File: src/common/keypad_params.svh
`ifndef KEYPAD_PARAMS_SVH
`define KEYPAD_PARAMS_SVH

// Clock cycles each column stays driven before the scan moves on.
// The rows pass a two-flop synchronizer and are sampled at the end of
// each slot, so this must be at least 3.
// A full sweep of four columns takes 4 * KEYPAD_SCAN_DIV cycles
`define KEYPAD_SCAN_DIV 8

// Full sweeps that a new key code must stay the same before it is taken.
// Release is filtered the same way: the all-zero sweep code has to
// repeat this many sweeps before cur_key goes back to zero
`define KEYPAD_DEBOUNCE 3

// Most letters one word can hold
// Letters submitted after that are dropped until the word is sent
`define WORD_MAX_LEN 8

`endif

File: src/common/keypad_pkg.sv
package keypad_pkg;

  // Bits 7:4 one-hot row (bit 7 is row 0)
  // Bits 3:0 one-hot column (bit 3 is column 0)
  // All zero means no key
  typedef logic [7:0] key_code_t;

  // Control keys, bottom row and column 3
  localparam key_code_t key_submit_letter = 8'b0001_1000; // R3C0, '*'
  localparam key_code_t key_clear         = 8'b0001_0100; // R3C1, '0'
  localparam key_code_t key_submit_word   = 8'b0001_0010; // R3C2, '#'
  localparam key_code_t key_game_end      = 8'b0010_0001; // R2C3, 'C'

  // Letter keys with four letters
  localparam key_code_t key_7 = 8'b0010_1000; // R2C0, PQRS
  localparam key_code_t key_9 = 8'b0010_0010; // R2C2, WXYZ

  // Keys the scanner reports but the letter FSM ignores
  localparam key_code_t key_1 = 8'b1000_1000; // R0C0
  localparam key_code_t key_a = 8'b1000_0001; // R0C3
  localparam key_code_t key_b = 8'b0100_0001; // R1C3
  localparam key_code_t key_d = 8'b0001_0001; // R3C3

  // Multi-tap state
  // S0 to S3 double as the tap offset added to the base letter
  typedef enum logic [2:0] {
    INIT = 3'd0, // Nothing being built
    S0   = 3'd1, // First letter of the key
    S1   = 3'd2,
    S2   = 3'd3,
    S3   = 3'd4, // Only reached on keys 7 and 9
    DONE = 3'd5  // Letter submitted, ready follows
  } tap_state_t;

  // ASCII underscore while no letter is in progress
  localparam logic [7:0] blank_char = 8'h5F;

endpackage

File: src/common/word_pkg.sv
`include "keypad_params.svh"

package word_pkg;

  // One ASCII character
  typedef logic [7:0] letter_t;

  // Index 0 holds the first letter typed
  typedef letter_t [`WORD_MAX_LEN-1:0] word_t;

  // Wide enough for a full word, not just the last index
  localparam int unsigned word_len_w = $clog2(`WORD_MAX_LEN + 1);

  typedef logic [word_len_w-1:0] word_len_t;

endpackage

File: src/keypad/keypad_fsm.sv
module keypad_fsm (
  input  logic                  clk,
  input  logic                  nRst,
  input  logic                  strobe,       // From scanner, one cycle
  input  keypad_pkg::key_code_t cur_key,      // Held while pressed
  output logic                  ready,        // Letter submitted
  output logic                  game_end,     // C key pressed
  output word_pkg::letter_t     data,         // Letter being built
  output logic                  toggle_state  // Word submit level
);
  keypad_pkg::tap_state_t state, next_state;
  keypad_pkg::key_code_t  prev_key;        // Last key after unlock
  word_pkg::letter_t      next_data;
  logic                   unlocked, next_unlocked;
  logic                   ignored_key;
  logic                   letter_key;
  logic                   four_letters;

  // Base letter of a key plus the tap offset
  function automatic word_pkg::letter_t tap_letter(
    input keypad_pkg::key_code_t  key,
    input keypad_pkg::tap_state_t tap
  );
    word_pkg::letter_t base;
    case (key)
      8'b1000_0100: base = "A"; // 2
      8'b1000_0010: base = "D"; // 3
      8'b0100_1000: base = "G"; // 4
      8'b0100_0100: base = "J"; // 5
      8'b0100_0010: base = "M"; // 6
      8'b0010_1000: base = "P"; // 7
      8'b0010_0100: base = "T"; // 8
      8'b0010_0010: base = "W"; // 9
      default:      base = 8'd0; // Not a letter key
    endcase
    if ((tap >= keypad_pkg::S0) && (tap <= keypad_pkg::S3))
      base = base + 8'(tap - keypad_pkg::S0);
    return base;
  endfunction

  // Step to the next letter of the same key
  function automatic keypad_pkg::tap_state_t next_tap(
    input keypad_pkg::tap_state_t cur,
    input logic                   four
  );
    case (cur)
      keypad_pkg::INIT: next_tap = keypad_pkg::S0;
      keypad_pkg::S0:   next_tap = keypad_pkg::S1;
      keypad_pkg::S1:   next_tap = keypad_pkg::S2;
      keypad_pkg::S2:   next_tap = four ? keypad_pkg::S3 : keypad_pkg::S0;
      default:          next_tap = keypad_pkg::S0; // Wrap after S3
    endcase
  endfunction

  assign ignored_key  = (cur_key == keypad_pkg::key_1) || (cur_key == keypad_pkg::key_a) ||
                        (cur_key == keypad_pkg::key_b) || (cur_key == keypad_pkg::key_d);
  assign letter_key   = (tap_letter(cur_key, keypad_pkg::S0) != 8'd0);
  assign four_letters = (cur_key == keypad_pkg::key_7) || (cur_key == keypad_pkg::key_9);

  always_ff @(posedge clk, negedge nRst) begin
    if (~nRst) begin
      state    <= keypad_pkg::INIT;
      ready    <= 1'b0;
      data     <= keypad_pkg::blank_char;
      unlocked <= 1'b0;
      prev_key <= '0;
    end else begin
      state    <= next_state;
      ready    <= (state == keypad_pkg::DONE); // One cycle after DONE
      data     <= next_data;
      unlocked <= next_unlocked;
      // Remember the key one cycle after the press was acted on
      if (unlocked && (cur_key != '0))
        prev_key <= cur_key;
    end
  end

  always_comb begin
    next_state    = state;
    next_data     = data;
    next_unlocked = unlocked;
    game_end      = 1'b0;
    toggle_state  = 1'b0;

    if (state == keypad_pkg::DONE)
      next_state = keypad_pkg::INIT;

    // Idle shows blank, except right after a word or game end
    if ((state == keypad_pkg::INIT) && (prev_key != keypad_pkg::key_submit_word) &&
        (prev_key != keypad_pkg::key_game_end))
      next_data = keypad_pkg::blank_char;

    // Letter submit, data already holds the letter
    if ((cur_key == keypad_pkg::key_submit_letter) && (state != keypad_pkg::INIT) &&
        (state != keypad_pkg::DONE)) begin
      next_state    = keypad_pkg::DONE;
      next_unlocked = 1'b1;
    end

    // Word submit, level for as long as # is held
    if (cur_key == keypad_pkg::key_submit_word) begin
      next_state    = keypad_pkg::INIT;
      next_data     = 8'd0;
      toggle_state  = 1'b1;
      next_unlocked = 1'b1;
    end

    if (strobe && (cur_key != '0)) begin
      if (ignored_key) begin
        next_state = state; // No effect
      end else if ((cur_key == keypad_pkg::key_clear) ||
                   (cur_key == keypad_pkg::key_game_end)) begin
        next_state    = keypad_pkg::INIT;
        next_data     = keypad_pkg::blank_char;
        next_unlocked = 1'b1;
        game_end      = (cur_key == keypad_pkg::key_game_end);
      end else if (letter_key) begin
        // Same key steps the offset, a new key starts over
        if (prev_key == cur_key)
          next_state = next_tap(state, four_letters);
        else
          next_state = keypad_pkg::S0;
        next_unlocked = 1'b1;
        next_data     = tap_letter(cur_key, next_state);
      end
    end else begin
      next_unlocked = 1'b0;
    end
  end

endmodule

File: src/keypad/keypad_scan.sv
`include "keypad_params.svh"

module keypad_scan (
  input  logic                  clk,
  input  logic                  nRst,
  input  logic [3:0]            rows,    // Active high, not synchronous
  output logic [3:0]            cols,    // One-hot, bit 3 is column 0
  output keypad_pkg::key_code_t cur_key, // Debounced code
  output logic                  strobe   // First cycle of a press
);
  localparam int unsigned div_w = $clog2(`KEYPAD_SCAN_DIV);
  localparam int unsigned deb_w = $clog2(`KEYPAD_DEBOUNCE + 1);
  localparam logic [div_w-1:0] div_last = div_w'(`KEYPAD_SCAN_DIV - 1);
  localparam logic [deb_w-1:0] deb_full = deb_w'(`KEYPAD_DEBOUNCE);

  logic [div_w-1:0]      div_cnt;
  logic [3:0]            rows_meta, rows_sync;
  keypad_pkg::key_code_t sweep_code, sweep_next, last_code;
  logic [deb_w-1:0]      stable_cnt, stable_next;
  logic [3:0]            row_hit;
  logic                  slot_end, sweep_end;

  // Keep only the lowest numbered row when several are pressed
  function automatic logic [3:0] first_row(input logic [3:0] r);
    casez (r)
      4'b1???: first_row = 4'b1000;
      4'b01??: first_row = 4'b0100;
      4'b001?: first_row = 4'b0010;
      4'b0001: first_row = 4'b0001;
      default: first_row = 4'b0000;
    endcase
  endfunction

  assign slot_end  = (div_cnt == div_last);
  assign sweep_end = slot_end & cols[0]; // Last column done
  assign row_hit   = first_row(rows_sync);

  always_comb begin
    sweep_next = sweep_code;
    if ((sweep_code == '0) && (row_hit != 4'b0000)) // First key of the sweep wins
      sweep_next = {row_hit, cols};

    // Count sweeps with an unchanged code, saturating
    if (sweep_next != last_code)
      stable_next = deb_w'(1);
    else if (stable_cnt == deb_full)
      stable_next = stable_cnt;
    else
      stable_next = stable_cnt + deb_w'(1);
  end

  always_ff @(posedge clk, negedge nRst) begin
    if (~nRst) begin
      div_cnt    <= '0;
      cols       <= 4'b1000; // Column 0 first
      rows_meta  <= '0;
      rows_sync  <= '0;
      sweep_code <= '0;
      last_code  <= '0;
      stable_cnt <= '0;
      cur_key    <= '0;
      strobe     <= 1'b0;
    end else begin
      rows_meta <= rows;
      rows_sync <= rows_meta;
      strobe    <= 1'b0;

      if (slot_end) begin
        div_cnt    <= '0;
        cols       <= {cols[0], cols[3:1]}; // Next column
        sweep_code <= sweep_next;
      end else begin
        div_cnt <= div_cnt + div_w'(1);
      end

      if (sweep_end) begin
        sweep_code <= '0; // Fresh sweep
        last_code  <= sweep_next;
        stable_cnt <= stable_next;
        if (stable_next == deb_full) begin
          cur_key <= sweep_next;
          // Only a press out of idle counts as a new key
          strobe  <= (cur_key == '0) && (sweep_next != '0);
        end
      end
    end
  end

endmodule

File: src/rtl/keypad_word_top.sv
module keypad_word_top (
  input  logic                clk,
  input  logic                nRst,
  input  logic [3:0]          rows,
  output logic [3:0]          cols,
  output word_pkg::letter_t   letter,
  output logic                letter_ready,
  output word_pkg::word_t     word,
  output word_pkg::word_len_t word_len,
  output logic                word_valid,
  output logic                game_over
);
  keypad_pkg::key_code_t cur_key;
  logic                  strobe;
  logic                  toggle_state;
  logic                  game_end;

  // Matrix scan and debounce
  keypad_scan u_scan (
    .clk     (clk),
    .nRst    (nRst),
    .rows    (rows),
    .cols    (cols),
    .cur_key (cur_key),
    .strobe  (strobe)
  );

  // Multi-tap letters
  keypad_fsm u_fsm (
    .clk          (clk),
    .nRst         (nRst),
    .strobe       (strobe),
    .cur_key      (cur_key),
    .ready        (letter_ready),
    .game_end     (game_end),
    .data         (letter),
    .toggle_state (toggle_state)
  );

  // Letters into words
  word_buffer u_buffer (
    .clk          (clk),
    .nRst         (nRst),
    .ready        (letter_ready),
    .data         (letter),
    .toggle_state (toggle_state),
    .game_end     (game_end),
    .word         (word),
    .word_len     (word_len),
    .word_valid   (word_valid),
    .game_over    (game_over)
  );

endmodule

File: src/rtl/word_buffer.sv
`include "keypad_params.svh"

module word_buffer (
  input  logic                clk,
  input  logic                nRst,
  input  logic                ready,        // Letter on data
  input  word_pkg::letter_t   data,
  input  logic                toggle_state, // Word submit level
  input  logic                game_end,
  output word_pkg::word_t     word,
  output word_pkg::word_len_t word_len,
  output logic                word_valid,   // One cycle per word
  output logic                game_over
);
  localparam word_pkg::word_len_t max_len = word_pkg::word_len_t'(`WORD_MAX_LEN);

  word_pkg::word_t     letters;  // Word being filled
  word_pkg::word_len_t fill_len;
  logic                toggle_d;
  logic                submit;
  logic                append;

  assign submit = toggle_state & ~toggle_d; // First cycle of # only
  assign append = ready & (fill_len < max_len); // Extra letters dropped

  // Letter storage and published word
  always_ff @(posedge clk) begin
    if (append && !submit)
      letters[fill_len] <= data;
    if (submit)
      word <= letters;
  end

  always_ff @(posedge clk, negedge nRst) begin
    if (~nRst) begin
      fill_len   <= '0;
      toggle_d   <= 1'b0;
      word_len   <= '0;
      word_valid <= 1'b0;
      game_over  <= 1'b0;
    end else begin
      toggle_d   <= toggle_state;
      word_valid <= submit;
      if (submit) begin
        word_len <= fill_len;
        fill_len <= '0; // Next word starts empty
      end else if (append) begin
        fill_len <= fill_len + word_pkg::word_len_t'(1);
      end
      if (game_end)
        game_over <= 1'b1; // Held until reset
    end
  end

endmodule

File: config.mk
export PLATFORM = sky130hd
export DESIGN_NAME = keypad_word_top
export DESIGN_NICKNAME = d
export VERILOG_FILES = /design/src/common/keypad_pkg.sv /design/src/common/word_pkg.sv /design/src/keypad/keypad_fsm.sv /design/src/keypad/keypad_scan.sv /design/src/rtl/keypad_word_top.sv /design/src/rtl/word_buffer.sv
export VERILOG_INCLUDE_DIRS = /design/src /design/src/common
export SDC_FILE = /design/constraint.sdc
export NUM_CORES = 1
export LEC_CHECK = 0
export BUFFER_PORTS_ARGS = -buffer_cell sky130_fd_sc_hd__buf_4
export CAP_MARGIN = 30
export CELL_PAD_IN_SITES_DETAIL_PLACEMENT = 1
export CELL_PAD_IN_SITES_GLOBAL_PLACEMENT = 1
export CORE_UTILIZATION = 48
export CTS_CLUSTER_SIZE = 14
export DETAILED_ROUTE_END_ITERATION = 6
export HOLD_SLACK_MARGIN = 0.1
export PLACE_DENSITY_LB_ADDON = 0.05
export SLEW_MARGIN = 20
export SYNTH_ARGS = -nofsm -noshare
export SYNTH_HDL_FRONTEND = slang
export SYNTH_HIERARCHICAL = 1
export SYNTH_SLANG_ARGS = --single-unit
export TNS_END_PERCENT = 20
File: constraint.sdc
create_clock -name clk -period 3.2 [get_ports clk]
set_input_delay 0.32 -clock clk [delete_from_list [all_inputs] [get_ports clk]]
set_output_delay 0.32 -clock clk [all_outputs]
set_load 0.05 [all_outputs]
==> flow_summary.json <==
{
  "grt_pass1_wl_um": 29900,
  "layout_common_cells": "128 x edfxtp_1, 112 x buf_4, 66 x dfrtp_1",
  "antenna_found_initial": 0,
  "worstReg2RegStart": "u_scan/cur_key[7]$_DFFE_PN0P_",
  "synthMuxAreaShare_pct": 1.91,
  "maxCapViolations": 0,
  "tns_ns": 0,
  "io_buffers": 88,
  "dp_hpwl_um": 12800,
  "fillers": 1585,
  "die_area_um2": 17400,
  "initial_utilization_pct": 49.1,
  "cts-root-buf": "clkbuf_16",
  "fp.coreArea_um2": 16500,
  "cts_tree": "built",
  "synth_top_family_by_area": "simple AND/OR/NAND/NOR gates",
  "rows": 47,
  "cts_buffers": 22,
  "drv_slew": 0,
  "viasPerCell": 5.42,
  "final_hold_viol_count": 0,
  "synthSimpleGateAreaFrac_pct": 13.4,
  "grt_max_degree": 75,
  "clk_pin_slew_worst_paths_ns": 0.06,
  "cts_sinks": 202,
  "worstSkewPairLatency_ns": 0.51,
  "place_inst": 874,
  "nets": 709,
  "htreeDepth": 1,
  "cts_buffer_depth": 3,
  "wl_um": 18900,
  "antennaDiodeCount": 0,
  "synth-compound-area-share_pct": 7.68,
  "synth_area_leaders": "edfxtp_1 47%, dfrtp_1 21%, nand2_1 2.8%",
  "rsz0062_at_grt": "false",
  "yosysUniqueCellTypes": 81,
  "required_ns": 3.61,
  "clock.fmax_mhz": 336,
  "period_share_pct": 92.9,
  "ff2ff_path_depth": 13,
  "tightest_slew_ns": 0.936,
  "overflow": 0,
  "grt.total_usage_pct": 22.2,
  "die_h_um": 132,
  "synth_edf_count": 128,
  "postSynth.asyncResetShare_pct": 36.6,
  "syn2layout_area_growth_pct": 23.3,
  "power_per_cell_area_nw_per_um2": 547,
  "ys_ff_latch": 202,
  "drtIter0Drc": 225,
  "synth_nets": 583,
  "slew_headroom_pct": 36.7,
  "drive_above_1_share_pct": 28.4,
  "setup_violations": 0,
  "ios": 89,
  "grt_pass1_vias": 5306,
  "routabilityCongestion": 0.854,
  "yosys_warnings": 6,
  "routedWlPerCell_um": 20.5,
  "yosysTopAreaCell": "edfxtp_1",
  "synth_top_area_share_pct": 47.4,
  "stdcell_count": 925,
  "ant_nets": 0,
  "seq_area_frac_synth_pct": 70.3,
  "synthAdderAreaFrac_pct": 2.10,
  "drc": 0,
  "fin_skew_ns": 0.0206,
  "drt_first_pass_iters": 4,
  "synth_area_per_cell_um2": 14.4,
  "criticalPathCategory": "reg -> reg",
  "status": "complete, no violations",
  "die_x_um": 132,
  "cellLeakagePower_nw": 3.65,
  "rr_endpoint": "u_fsm/data[3]$_DFF_PN1_",
  "arrival_ns": 3.38,
  "vias": 5015,
  "final_common_cell": "edfxtp_1",
  "crit_path_end_kind": "flip-flop",
  "synth-xor-area-share_pct": 2.34,
  "period_needed_ns": 2.97,
  "critPathMaxFanout": 5,
  "crit_path_start_kind": "flip-flop",
  "yosys_most_used_dff": "edfxtp_1",
  "synthCells": 564,
  "netlist_area_um2": 8110,
  "min_path_type": "in -> async",
  "peakVddDrop_uv": 396,
  "r2r_setup_slack_ns": 0.23
}
[critical path, cell delays in order (launching register included)]
cell and delay, ns:
dfrtp_1 0.45, nor4b_4 0.40, and3_4 0.27, nand2b_1 0.10, nand3_1 0.11, inv_1 0.12, ha_1 0.23, inv_1 0.11
ha_1 0.24, a21o_1 0.17, a21oi_2 0.16, nor2_1 0.07, and3_1 0.19, o31ai_1 0.24
[flip-flops by register name, indices dropped and copies added (netlist names), 3 cells and up]
register and cells:
u_fsm/data 8, u_scan/rows_meta 4, u_buffer/fill_len 4, u_scan/cur_key 8, u_scan/cols 4, u_buffer/letters 64
u_fsm/state 3, u_fsm/prev_key 8, u_scan/sweep_code 8, u_scan/rows_sync 4, u_scan/div_cnt 3, u_scan/last_code 8
u_buffer/word 64, u_buffer/word_len 4
[worst max path at each step]
stage / start / endpoint / slack (ns) / cells after the start
global route: u_scan/cur_key[7]$_DFFE_PN0P_ / u_fsm/data[3]$_DFF_PN1_ / 0.02 / 13
global placement: u_scan/cur_key[6]$_DFFE_PN0P_ / u_fsm/data[3]$_DFF_PN1_ / 0.30 / 13
CTS: u_scan/cur_key[4]$_DFFE_PN0P_ / u_fsm/data[3]$_DFF_PN1_ / 0.16 / 13
finish: u_scan/cur_key[7]$_DFFE_PN0P_ / u_fsm/data[3]$_DFF_PN1_ / 0.23 / 13
floorplan: u_scan/cur_key[6]$_DFFE_PN0P_ / u_fsm/data[3]$_DFF_PN1_ / 0.38 / 13
detailed placement: u_scan/cur_key[4]$_DFFE_PN0P_ / u_fsm/data[3]$_DFF_PN1_ / 0.17 / 13
[Yosys cell counts, drive strengths merged, types with 8 or more instances]
master and n:
a21oi 13, buf 11, dfrtp 67, edfxtp 128, ha 12, inv 24, mux2i 11, nand2 60
nand2b 8, nand3 8, nand4 8, nor2 32, nor2b 11, nor3 14, nor4 8, o21ai 22
xor2 17
[final cells by class]
type	count	area [µm²]	area share, %
Clock inverter	16	206	2.06
Clock buffer	23	554	5.54
Tap cell	220	275	2.75
Timing Repair Buffer	119	931	9.31
Sequential cell	202	5710	57.0
Multi-Input combinational cell	321	2240	22.4
Inverter	24	90.1	0.901
[layer usage]
layer	vias up	GRT usage (%)	routed length, µm
li1	2326	-	-
met1	2547	27.7	7950
met2	108	40.1	9930
met3	34	3.50	672
met4	0	6.14	386
met5	-	0	0
[through the flow]
stage | setup slack, ns | util (%) | cell area, µm² | power (mW) | hold WS [ns]
floorplan | 0.379 | - | 8110 | 2.86 | 0.0244
global placement | 0.304 | 55.1 | 9110 | 2.90 | 0.341
detailed placement | 0.170 | 55.1 | 9110 | 2.90 | 0.337
CTS | 0.160 | 60.1 | 9920 | 5.53 | 0.360
global route | 0.0165 | 60.5 | 10000 | 5.62 | 0.357
finish | 0.227 | 60.5 | 10000 | 5.47 | 0.315
[what timing repair did]
item,CTS,global route
gates resized for setup,0,4
hold buffers,5,0
buffers inserted,0,6
endpoints found under the hold margin,71,0
endpoints found under the setup margin,0,1
[cell families after synthesis]
group	count (synthesis)
other	1
adders and majority gates	13
AOI/OAI and AO/OA	84
buffers and inverters	41
muxes	15
DFF	202
and+or+nand+nor	188
xor gates and xnor gates	20
[power breakdown]
group	internal (mW)	total [mW]	switching, mW
Clock	1.59	2.61	1.02
Sequential	2.76	2.78	0.0152
Combinational	0.0293	0.0811	0.0518
Total	4.38	5.47	1.09
No activity file was read; power rests on OpenSTA's default activity.
